$ cat src/hdl/bp_pkg.sv
`default_nettype none

package bp_pkg;

    // Instruction address width
    localparam int ADDR_BITS = 32;

    // History length sets the PHT depth too
    localparam int GHR_BITS = 4;

    // BTB index taken from word address bits
    localparam int BTB_IDX_BITS = 4;
    localparam int BTB_IDX_LSB = 2;
    localparam int BTB_TAG_LSB = BTB_IDX_LSB + BTB_IDX_BITS;

    typedef logic [ADDR_BITS-1:0] addr_t;
    typedef logic [GHR_BITS-1:0] ghist_t;
    typedef logic [1:0] ctr_t;
    typedef logic [BTB_IDX_BITS-1:0] btb_idx_t;
    // Upper address bits above the index
    typedef logic [ADDR_BITS-BTB_TAG_LSB-1:0] btb_tag_t;

    // Saturating counter states
    localparam ctr_t CTR_SNT = 2'd0;
    localparam ctr_t CTR_WNT = 2'd1;
    localparam ctr_t CTR_WT = 2'd2;
    localparam ctr_t CTR_ST = 2'd3;

    // Sequential fetch step of one 32-bit instruction
    localparam addr_t PC_STEP = 32'd4;

endpackage

`default_nettype wire

$ cat src/hdl/bp_resolve_if.sv
`timescale 1ns/1ps
`default_nettype none

interface bp_resolve_if;
    import bp_pkg::*;

    // Branch resolved in EX this cycle
    logic branch;
    // Resolved direction
    logic taken;
    // Address of the resolved instruction
    addr_t pc;
    // Resolved target address
    addr_t target;
    // Unconditional jump
    logic jump;
    // Instruction was a BTB hit when fetched
    logic hit;

    // Table updates read every field
    modport table_side (input branch, taken, pc, target, jump, hit);

    // Redirect decision in the program counter
    modport pc_side (input taken, target, jump, hit);

endinterface

`default_nettype wire

$ cat src/hdl/bp_fetch_if.sv
`timescale 1ns/1ps
`default_nettype none

interface bp_fetch_if;
    import bp_pkg::*;

    // Current fetch address
    addr_t pc;
    // BTB lookup result
    logic btb_hit;
    addr_t btb_target;
    // PHT direction for the current history
    logic pred_taken;

    modport pc_side (output pc, input btb_hit, btb_target, pred_taken);
    modport btb_side (input pc, output btb_hit, btb_target);
    modport pht_side (output pred_taken);
    // Correction buffer only observes the lookup
    modport cb_side (input pc, btb_hit, btb_target, pred_taken);

endinterface

`default_nettype wire

$ cat src/hdl/global_history_register.sv
`timescale 1ns/1ps
`default_nettype none

module global_history_register (
    input wire logic clk,
    input wire logic rst_n,
    bp_resolve_if.table_side resolve,
    output bp_pkg::ghist_t history
);
    import bp_pkg::*;

    // Newest outcome enters at bit 0
    ghist_t history_nxt;

    always_comb begin
        history_nxt = {history[GHR_BITS-2:0], resolve.taken};
    end

    // Only resolved branches shift the history
    always_ff @(posedge clk or negedge rst_n) begin
        if (!rst_n) begin
            history <= '0;
        end else if (resolve.branch) begin
            history <= history_nxt;
        end
    end

endmodule

`default_nettype wire

$ cat src/hdl/pattern_history_table.sv
`timescale 1ns/1ps
`default_nettype none

module pattern_history_table (
    input wire logic clk,
    input wire logic rst_n,
    bp_resolve_if.table_side resolve,
    input wire bp_pkg::ghist_t history,
    bp_fetch_if.pht_side fetch
);
    import bp_pkg::*;

    // One counter per history pattern
    localparam int PHT_DEPTH = 2 ** GHR_BITS;

    ctr_t pht [PHT_DEPTH];

    // Counter selected by the current history
    ctr_t cur_ctr;
    ctr_t nxt_ctr;

    assign cur_ctr = pht[history];

    // Upper bit set means weak or strong taken
    assign fetch.pred_taken = cur_ctr[1];

    // Saturating step toward the resolved outcome
    always_comb begin
        nxt_ctr = cur_ctr;
        if (resolve.taken) begin
            if (cur_ctr != CTR_ST) begin
                nxt_ctr = cur_ctr + 2'd1;
            end
        end else begin
            if (cur_ctr != CTR_SNT) begin
                nxt_ctr = cur_ctr - 2'd1;
            end
        end
    end

    // All counters start weakly not taken
    always_ff @(posedge clk or negedge rst_n) begin
        if (!rst_n) begin
            for (int i = 0; i < PHT_DEPTH; i++) begin
                pht[i] <= CTR_WNT;
            end
        end else if (resolve.branch) begin
            pht[history] <= nxt_ctr;
        end
    end

endmodule

`default_nettype wire

$ cat src/hdl/branch_target_buffer.sv
`timescale 1ns/1ps
`default_nettype none

module branch_target_buffer #(
    parameter int BTB_ENTRIES = 16
) (
    input wire logic clk,
    input wire logic rst_n,
    bp_resolve_if.table_side resolve,
    bp_fetch_if.btb_side fetch
);
    import bp_pkg::*;

    // One valid bit per entry
    logic [BTB_ENTRIES-1:0] valid;
    // Tag and target payload
    btb_tag_t tags [BTB_ENTRIES];
    addr_t targets [BTB_ENTRIES];

    // Fetch side lookup fields
    btb_idx_t fetch_idx;
    btb_tag_t fetch_tag;

    // Resolve side write fields
    btb_idx_t wr_idx;
    btb_tag_t wr_tag;
    logic wr_en;

    assign fetch_idx = fetch.pc[BTB_TAG_LSB-1:BTB_IDX_LSB];
    assign fetch_tag = fetch.pc[ADDR_BITS-1:BTB_TAG_LSB];

    assign wr_idx = resolve.pc[BTB_TAG_LSB-1:BTB_IDX_LSB];
    assign wr_tag = resolve.pc[ADDR_BITS-1:BTB_TAG_LSB];

    // Only taken branches are worth a target entry
    assign wr_en = resolve.branch && resolve.taken;

    // Direct-mapped lookup with a single tag compare
    assign fetch.btb_hit = valid[fetch_idx] && (tags[fetch_idx] == fetch_tag);
    assign fetch.btb_target = targets[fetch_idx];

    always_ff @(posedge clk or negedge rst_n) begin
        if (!rst_n) begin
            valid <= '0;
        end else if (wr_en) begin
            valid[wr_idx] <= 1'b1;
        end
    end

    // Conflicting branch simply replaces the old entry
    always_ff @(posedge clk) begin
        if (wr_en) begin
            tags[wr_idx] <= wr_tag;
            targets[wr_idx] <= resolve.target;
        end
    end

endmodule

`default_nettype wire

$ cat src/hdl/branch_correction_buffer.sv
`timescale 1ns/1ps
`default_nettype none

module branch_correction_buffer #(
    parameter int CB_DEPTH = 4
) (
    input wire logic clk,
    input wire logic rst_n,
    bp_resolve_if.table_side resolve,
    bp_fetch_if.cb_side fetch,
    output logic wrong,
    output bp_pkg::addr_t reverse_pc
);
    import bp_pkg::*;

    localparam int PTR_BITS = (CB_DEPTH > 1) ? $clog2(CB_DEPTH) : 1;

    // Entry payload for each predicted hit
    addr_t entry_pc [CB_DEPTH];
    logic entry_dir [CB_DEPTH];
    addr_t entry_alt [CB_DEPTH];

    logic [PTR_BITS-1:0] head;
    logic [PTR_BITS-1:0] tail;
    logic [PTR_BITS:0] count;

    logic empty;
    logic full;
    logic push;
    logic pop;
    logic flush;
    logic redirect;
    addr_t alt_addr;

    assign empty = (count == '0);
    assign full = (count == (PTR_BITS+1)'(CB_DEPTH));

    // Other way of the prediction
    assign alt_addr = fetch.pred_taken ? (fetch.pc + PC_STEP) : fetch.btb_target;

    // Push dropped when full
    assign push = fetch.btb_hit && !full;
    assign pop = resolve.branch && resolve.hit && !empty;

    // Head entry disagrees with the resolved direction
    assign wrong = pop && (entry_pc[head] == resolve.pc) && (entry_dir[head] != resolve.taken);
    assign reverse_pc = entry_alt[head];

    // Redirects from EX make every queued prediction stale
    assign redirect = resolve.jump || (resolve.taken && !resolve.hit);
    assign flush = wrong || redirect;

    always_ff @(posedge clk or negedge rst_n) begin
        if (!rst_n) begin
            head <= '0;
            tail <= '0;
            count <= '0;
        end else if (flush) begin
            head <= '0;
            tail <= '0;
            count <= '0;
        end else begin
            if (push) begin
                tail <= (tail == PTR_BITS'(CB_DEPTH - 1)) ? '0 : tail + 1'b1;
            end
            if (pop) begin
                head <= (head == PTR_BITS'(CB_DEPTH - 1)) ? '0 : head + 1'b1;
            end
            // Net occupancy change
            count <= count + (PTR_BITS+1)'(push) - (PTR_BITS+1)'(pop);
        end
    end

    // Payload written at the tail
    always_ff @(posedge clk) begin
        if (push && !flush) begin
            entry_pc[tail] <= fetch.pc;
            entry_dir[tail] <= fetch.pred_taken;
            entry_alt[tail] <= alt_addr;
        end
    end

endmodule

`default_nettype wire

$ cat src/hdl/program_counter.sv
`timescale 1ns/1ps
`default_nettype none

module program_counter #(
    parameter bp_pkg::addr_t RESET_PC = '0
) (
    input wire logic clk,
    input wire logic rst_n,
    bp_resolve_if.pc_side resolve,
    bp_fetch_if.pc_side fetch,
    input wire logic wrong,
    input wire bp_pkg::addr_t reverse_pc,
    input wire logic exception,
    input wire logic mret,
    input wire bp_pkg::addr_t trap_vector,
    input wire bp_pkg::addr_t epc,
    output logic forced_redirect
);
    import bp_pkg::*;

    addr_t pc_q;
    addr_t pc_nxt;
    logic use_pred;

    // Jump, or a taken branch the BTB never predicted
    assign forced_redirect = resolve.jump || (resolve.taken && !resolve.hit);

    // Predicted taken only with a known target
    assign use_pred = fetch.btb_hit && fetch.pred_taken;

    // Fixed priority with traps first
    always_comb begin
        if (exception) begin
            pc_nxt = trap_vector;
        end else if (mret) begin
            pc_nxt = epc;
        end else if (forced_redirect) begin
            pc_nxt = resolve.target;
        end else if (wrong) begin
            // Undo a wrong direction
            pc_nxt = reverse_pc;
        end else if (use_pred) begin
            pc_nxt = fetch.btb_target;
        end else begin
            pc_nxt = pc_q + PC_STEP;
        end
    end

    // Fetch advances every cycle
    always_ff @(posedge clk or negedge rst_n) begin
        if (!rst_n) begin
            pc_q <= RESET_PC;
        end else begin
            pc_q <= pc_nxt;
        end
    end

    assign fetch.pc = pc_q;

endmodule

`default_nettype wire

$ cat src/hdl/global_prediction_top.sv
`timescale 1ns/1ps
`default_nettype none

module global_prediction_top #(
    parameter int BTB_ENTRIES = 16,
    parameter int CB_DEPTH = 4,
    parameter bp_pkg::addr_t RESET_PC = '0
) (
    input wire logic clk,
    input wire logic rst_n,
    // Resolved branch from EX
    input wire logic ex_branch,
    input wire logic ex_taken,
    input wire logic ex_jump,
    input wire logic ex_hit,
    input wire bp_pkg::addr_t ex_pc,
    input wire bp_pkg::addr_t ex_target,
    // Trap entry and return
    input wire logic exception,
    input wire logic mret,
    input wire bp_pkg::addr_t trap_vector,
    input wire bp_pkg::addr_t epc,
    // Fetch side
    output bp_pkg::addr_t pc,
    output logic hit,
    output logic pred_taken,
    output logic wrong,
    output logic forced_redirect
);
    import bp_pkg::*;

    bp_resolve_if resolve ();
    bp_fetch_if fetch ();

    ghist_t history;
    addr_t reverse_pc;

    // EX stage onto the resolve bundle
    assign resolve.branch = ex_branch;
    assign resolve.taken = ex_taken;
    assign resolve.jump = ex_jump;
    assign resolve.hit = ex_hit;
    assign resolve.pc = ex_pc;
    assign resolve.target = ex_target;

    global_history_register i_ghr (
        .clk (clk),
        .rst_n (rst_n),
        .resolve (resolve.table_side),
        .history (history)
    );

    pattern_history_table i_pht (
        .clk (clk),
        .rst_n (rst_n),
        .resolve (resolve.table_side),
        .history (history),
        .fetch (fetch.pht_side)
    );

    branch_target_buffer #(
        .BTB_ENTRIES (BTB_ENTRIES)
    ) i_btb (
        .clk (clk),
        .rst_n (rst_n),
        .resolve (resolve.table_side),
        .fetch (fetch.btb_side)
    );

    branch_correction_buffer #(
        .CB_DEPTH (CB_DEPTH)
    ) i_bcb (
        .clk (clk),
        .rst_n (rst_n),
        .resolve (resolve.table_side),
        .fetch (fetch.cb_side),
        .wrong (wrong),
        .reverse_pc (reverse_pc)
    );

    program_counter #(
        .RESET_PC (RESET_PC)
    ) i_pc (
        .clk (clk),
        .rst_n (rst_n),
        .resolve (resolve.pc_side),
        .fetch (fetch.pc_side),
        .wrong (wrong),
        .reverse_pc (reverse_pc),
        .exception (exception),
        .mret (mret),
        .trap_vector (trap_vector),
        .epc (epc),
        .forced_redirect (forced_redirect)
    );

    // Lookup results out to fetch
    assign pc = fetch.pc;
    assign hit = fetch.btb_hit;
    assign pred_taken = fetch.pred_taken;

endmodule

`default_nettype wire

$ cat config.mk
export PLATFORM = sky130hd
export DESIGN_NAME = global_prediction_top
export DESIGN_NICKNAME = d
export VERILOG_FILES = /design/src/hdl/bp_pkg.sv /design/src/hdl/bp_resolve_if.sv /design/src/hdl/bp_fetch_if.sv /design/src/hdl/global_history_register.sv /design/src/hdl/pattern_history_table.sv /design/src/hdl/branch_target_buffer.sv /design/src/hdl/branch_correction_buffer.sv /design/src/hdl/program_counter.sv /design/src/hdl/global_prediction_top.sv
export SDC_FILE = /design/constraint.sdc
export NUM_CORES = 1
export LEC_CHECK = 0
export BUFFER_PORTS_ARGS = -buffer_cell sky130_fd_sc_hd__clkbuf_2
export CAP_MARGIN = 20
export CORE_MARGIN = 5
export CORE_UTILIZATION = 35
export DETAILED_ROUTE_END_ITERATION = 6
export SYNTH_ARGS = -nofsm -noshare
export SYNTH_HDL_FRONTEND = slang
export SYNTH_SLANG_ARGS = --single-unit
$ cat constraint.sdc
create_clock -name clk -period 4.7 [get_ports clk]
set_clock_uncertainty 0.05 [all_clocks]
set_input_delay 0.235 -clock clk [delete_from_list [all_inputs] [get_ports clk]]
set_output_delay 0.235 -clock clk [all_outputs]
set_load 0.01 [all_outputs]
== Yosys cells after proc, flatten, opt, wreduce, memory -nomap -nowiden ==
Memory sizes are Yosys's and may differ from the RTL's.
Cells that the tools add are included.
Word-level totals
  register bits after elaboration: 91
  bits in latches: 0
  bits in writable memories: 1188
  ROM bits: 0
  input bits: 136
  output and inout port bits: 36
  logic and storage cells: 100
  memories: 5
Operators by class
  add/sub/neg operators: 7
  multipliers: 0
  divide/modulo/power cells: 0
  $lt $le $gt $ge: 5
  equality and inequality tests: 7
  shifts and indexed selects: 0
  multiplexer cells: 30
  bitwise logic cells: 2
  reductions and logical operators: 22
Memories
  i_btb.targets: words 16, bits a word 32, read ports 1, clocked after Yosys merged registers in 0, write ports 1, line branch_target_buffer.sv:18  | addr_t targets [BTB_ENTRIES];
  i_btb.tags: words 16, bits a word 26, read ports 1, clocked after Yosys merged registers in 0, write ports 1, line branch_target_buffer.sv:17  | btb_tag_t tags [BTB_ENTRIES];
  i_bcb.entry_alt: words 4, bits a word 32, read ports 1, clocked after Yosys merged registers in 0, write ports 1, line branch_correction_buffer.sv:21  | addr_t entry_alt [CB_DEPTH];
  i_bcb.entry_pc: words 4, bits a word 32, read ports 1, clocked after Yosys merged registers in 0, write ports 1, line branch_correction_buffer.sv:19  | addr_t entry_pc [CB_DEPTH];
  i_bcb.entry_dir: words 4, bits a word 1, read ports 1, clocked after Yosys merged registers in 0, write ports 1, line branch_correction_buffer.sv:20  | logic entry_dir [CB_DEPTH];
Operators by type and width (count)
  two-way mux 32 bit: 6
  adder 32 x 3 -> 32 bit, second input constant: 1
  bitwise mux 32 bit: 1
  == test 32 bit: 1
  == test 26 bit: 1
  two-way mux 2 bit: 12
  OR 16 bit: 1
  logical AND 1 bit: 12
  less-than comparator 4 x 5 -> 1 bit, second input constant: 2
  binary-select mux 2 bit (select 4 bit): 1
  demux 2 bit (select 4 bit): 1
  adder 2 x 1 -> 2 bit, second input constant: 3
  two-way mux 1 bit: 6
  nonzero test 2 bit: 3
  >= comparator 5 bit, second input constant: 1
  less-than comparator 5 x 1 -> 1 bit, second input constant: 1
  inverter 4 -> 5 bit: 1
  binary-select mux 1 bit (select 4 bit): 1
  demux 1 bit (select 4 bit): 1
  == test 2 bit, second input constant: 2
  >= comparator 4 x 1 -> 1 bit, second input constant: 1
  zero test 1 bit: 4
  adder 3 x 1 -> 3 bit: 1
  == test 3 bit, second input constant: 1
  7 further kinds: 8

== Depth between registers and ports, before layout ==
  word-level depth: 10
  depth in mapped cells: 18
  gate-level depth less buffers: 14

== Hierarchy ==
Synthesis repeated with hierarchy kept, for this count alone.
Second synthesis, totals
  cell total of the unflattened synthesis: 2679
  area total of the unflattened synthesis: 52519.1 sq um
By module, submodules not included
  branch_target_buffer: times used 1, cells each 1549, area an instance 36487.5 sq um, seq. area each 28267.1 sq um
  branch_correction_buffer: times used 1, cells each 635, area an instance 11312.1 sq um, seq. area each 7982.7 sq um
  program_counter: times used 1, cells each 376, area an instance 2935.3 sq um, seq. area each 800.8 sq um
  pattern_history_table: times used 1, cells each 111, area an instance 1639.1 sq um, seq. area each 820.8 sq um
  global_history_register: times used 1, cells each 8, area an instance 145.1 sq um, seq. area each 100.1 sq um

== Worst setup path before layout ==
OpenSTA, ideal clock, no wires.
  kind: input-to-reg
  start: in ex_branch
  end: reg i_btb.valid[3]
  setup time: 0.089 ns
  data arrival time: 5.176 ns
  data required time: 4.561 ns
  path slack: -0.615 ns
  stages: 4
  buffers on the path: 1
  cell sequence: clkbuf_1 -> nand4_1 -> nor3_1 -> or2_2
Between the ends
  word-level cells in the longest chain between the ends: 1
RTL lines
  start, declared: line global_prediction_top.sv:12  | input wire logic ex_branch,
  logical AND 1 bit: line branch_target_buffer.sv:36  | assign wr_en = resolve.branch && resolve.taken;
  end signal, assigned: line branch_target_buffer.sv:44  | valid <= '0;
  end signal, assigned by index: line branch_target_buffer.sv:46  | valid[wr_idx] <= 1'b1;
  end, declared: line branch_target_buffer.sv:15  | logic [BTB_ENTRIES-1:0] valid;
No other way between the ends.
A chain may end at the register's enable or synchronous reset.

== Worst setup path after layout ==
  start: reg i_bcb.head[0]
  end: out wrong
Between the ends
  word-level cells in the longest chain between the ends: 4
  elaborated cells between the ends (all ways): 6
  those cells by class: eq/ne (2); reduce/logical (2); memory (2)
RTL lines
  start, declared: line branch_correction_buffer.sv:23  | logic [PTR_BITS-1:0] head;
  start signal, assigned: line branch_correction_buffer.sv:67  | head <= (head == PTR_BITS'(CB_DEPTH - 1)) ? '0 : head + 1'b1;
  memory (4 x 32 bit)
  == test 32 bit: line branch_correction_buffer.sv:46  | assign wrong = pop && (entry_pc[head] == resolve.pc) && (entry_dir[head] != resolve.taken);
  logical AND 1 bit: line branch_correction_buffer.sv:46
  logical AND 1 bit *: line branch_correction_buffer.sv:46
  end, declared: line global_prediction_top.sv:27  | output logic wrong,
Mark *: on every way between the ends. The rest lies on a longest branch, timed or not.

==> metrics <==
status=completed; Ys Warns=0; Area contributors post-synth=edfxtp_1, mux4_2, dfrtp_1; P_sw=6.302 mW; Global Route Usage Sum=18.77%; Reg area=37990 µm²; Critical Path Start Type=register; clock power share=39.1%; Post-Synthesis Cells=2633; Max Freq=0.2201 GHz; Worst-Margin Slew=1.103 ns; buffer and inverter count on the worst path=4; Final nets=3225; vias post-DR=28.27k; crit-path max FO=24; Synth async-reset ratio=7.115%; crit-path max cell delay=0.71 ns; register share of total power=49.7%; DP Cell Count=4722; top cells by count, synth=edfxtp_1, mux4_2, mux2i_1; combinational share of power=11.3%; final design area excluding fillers=62080 µm²; drt initial violations=3174; clk root buf=clkbuf_16; HPWL Detailed=93.16 mm; share of layout cells above drive strength 1=30.15%; die area=156600 µm²; final cell count without fillers=5124; reg2reg start=i_pc.fetch.pc[2]$_DFF_PN0_; drt wl/cell=29.02 µm; top cell type's share of synthesized area=68.50%; starting density of the core=35.23%; largest net degree at the start of global routing=79; setup violators final=0; worst hold path type=input pin to register; CP required=4.41 ns; PD cells=427.1 nW/µm²; residual DRC count=0; drt pass-1 iters=5; antenna violations before repair=12; CTS buffer count=134; syn nets=2778; Yosys top cell by area=edfxtp_1; global-route wire length before repair=211.8 mm; P_int=20.21 mW; EDFF count, synth=1188; worst skew pair latency=0.76 ns; register area share after synthesis=72.91%; Multi-input gate area=13520 µm²; maximum VDD drop=0.3627 mV; critical path endpoint category=output pin; beginning of the worst hold path=ex_pc[30]; Synth Flop Type=edfxtp_1; slowest CP cell=dfrtp_4; total gr overflow=0; Chip Width=395.7 µm; Yosys cell types=71; CTS tree=built; Routed WL=148.7 mm; Pwr Total=26.51 mW; final worst path period need=4.542 ns; sw frac=23.77%; Max-slew headroom=26.26%; RD Place Congestion=0.8585; antenna-violating nets left=0; crit path DAT=4.26 ns; number of port buffers=171; via density per instance=5.517; CP top delay family=buffers and inverters; core area=147800 µm²; dpl cell area=56210 µm²; RSZ-0062 raised after global routing=false; number of global-route vias before repair=28.43k; most frequent cell after synthesis=edfxtp_1; H-tree Lvls=4; Final Hold Fails=0; Avg Inst Size Synth=19.78 µm²; clock sinks=1279; max capacitance violation total=0; CTS Buffer Depth=3; flop2flop setup slack=0.22 ns; Die Ht=395.7 µm; fillcell total=12.98k; Static Leak=20.18 nW; io pins=172; Final Cycle Share=96.65%; fin. max-slew vios=0; #FFs+latches synth=1279; CTS clk-pin slew, worst paths=0.07 ns; cells along the critical path=buf_12 -> mux4_2 -> xnor2_1 -> nand4_1 -> nor4_1 -> nand3_2 -> inv_1 -> buf_4 -> clkbuf_2; Mapped Area=52080 µm²; FP Rows=141; WS Path Type=register to output pin; Layout area overhead=19.22%; critical path launch point=i_bcb.head[0]$_DFFE_PN0P_
-- power groups by stage --
stage               sequential [mW]  clock (mW)  combinational [mW]
CTS                            13.2        10.5                2.98
global placement               13.4           0                2.79
detailed placement             13.4           0                2.82
global route                   13.2        11.0                3.19
finish                         13.2        10.4                2.99
floorplan                      13.3           0                1.79
-- layout by cell type, fill, tap and decap left out, drive strengths merged, types with 67 or more instances in the layout --
cell type | netlist | layout
dlygate4sd3 | 0 | 145
mux2 | 71 | 71
dfrtp | 75 | 75
a21oi | 67 | 67
nor2 | 73 | 73
clkbuf | 82 | 344
edfxtp | 1188 | 1188
buf | 63 | 141
xnor2 | 70 | 70
mux4 | 318 | 318
mux2i | 99 | 99
-- worst paths after layout --
kind | to | cells after the start
max | wrong | 9
min | i_btb.tags[4][24]$_DFFE_PP_ | 1
min in group asynchronous | i_pht.pht[29]$_DFFE_PN0P_ | 2
max in group asynchronous | i_pc.fetch.pc[3]$_DFF_PN0_ | 3
max reg2reg | i_pc.fetch.pc[21]$_DFF_PN0_ | 12
min reg2reg | i_btb.valid[12]$_DFFE_PN0P_ | 1
-- flip-flops by register name, summed over array words and instances, names as in the netlist --
register,count
i_pht.pht,32
i_bcb.entry_pc,128
i_btb.valid,16
i_btb.targets,512
i_btb.tags,416
i_ghr.history,4
i_bcb.entry_alt,128
i_pc.fetch.pc,32
i_bcb.head,2
i_bcb.tail,2
i_bcb.entry_dir,4
i_bcb.count,3
-- cell families after synthesis --
family / Yosys count / share of synthesized area (%)
DFF: 1279 / 72.91
muxes: 488 / 17.19
and+or+nand+nor: 409 / 4.353
buffers and inverters: 171 / 1.466
AOI/OAI and AO/OA: 192 / 2.412
xor gates and xnor gates: 83 / 1.396
adders and majority gates: 11 / 0.2691
-- per-layer routing --
| metal | up-vias | part of all wire [%] | GRT usage, % |
|---|---|---|---|
| li1 | 11770 | - | - |
| met1 | 15100 | 42 | 26.49 |
| met2 | 1198 | 48 | 30.04 |
| met3 | 196 | 7.4 | 3.405 |
| met4 | 6 | 2.6 | 5.350 |
| met5 | - | 0.026 | 0 |
-- worst register-to-register path: cells and delay by family (launching register included) --
family | cells | cell delay [ns]
buf+inv | 3 | 0.98
mux | 3 | 1.25
flops | 1 | 0.44
simple gates | 4 | 1.25
xor+xnor | 1 | 0.27
compound gates | 1 | 0.10
-- through the flow --
step           setup WS, ns  hold WS, ns  setup TNS [ns]  util, %
2_1_floorplan       -0.3948      -0.1106          -44.69        -
3_3_place_gp         0.2038       0.3690               0    38.02
3_5_place_dp         0.1879       0.3725               0    38.02
4_1_cts             0.03320     0.004358               0    41.92
5_1_grt            0.003751      0.04992               0    41.99
6_report             0.1576      0.06145               0    41.99
-- what timing repair did --
item	4_1_cts	5_1_grt
endpoints found under the hold margin	1005	0
hold buffers	145	0
cloned	0	0
pin swaps	0	1
gates resized for setup	1	6
buffers inserted	3	3
endpoints found under the setup margin	1	26
-- layout make-up --
class | instances | area share (%)
Tap cell | 1930 | 3.890
Antenna cell | 3 | 0.01209
Clock inverter | 73 | 0.9391
Timing Repair Buffer | 456 | 6.080
Clock buffer | 174 | 5.947
Sequential cell | 1279 | 61.19
Inverter | 26 | 0.1673
Multi-Input combinational cell | 1183 | 21.77
(Power assumes the default switching activity.)
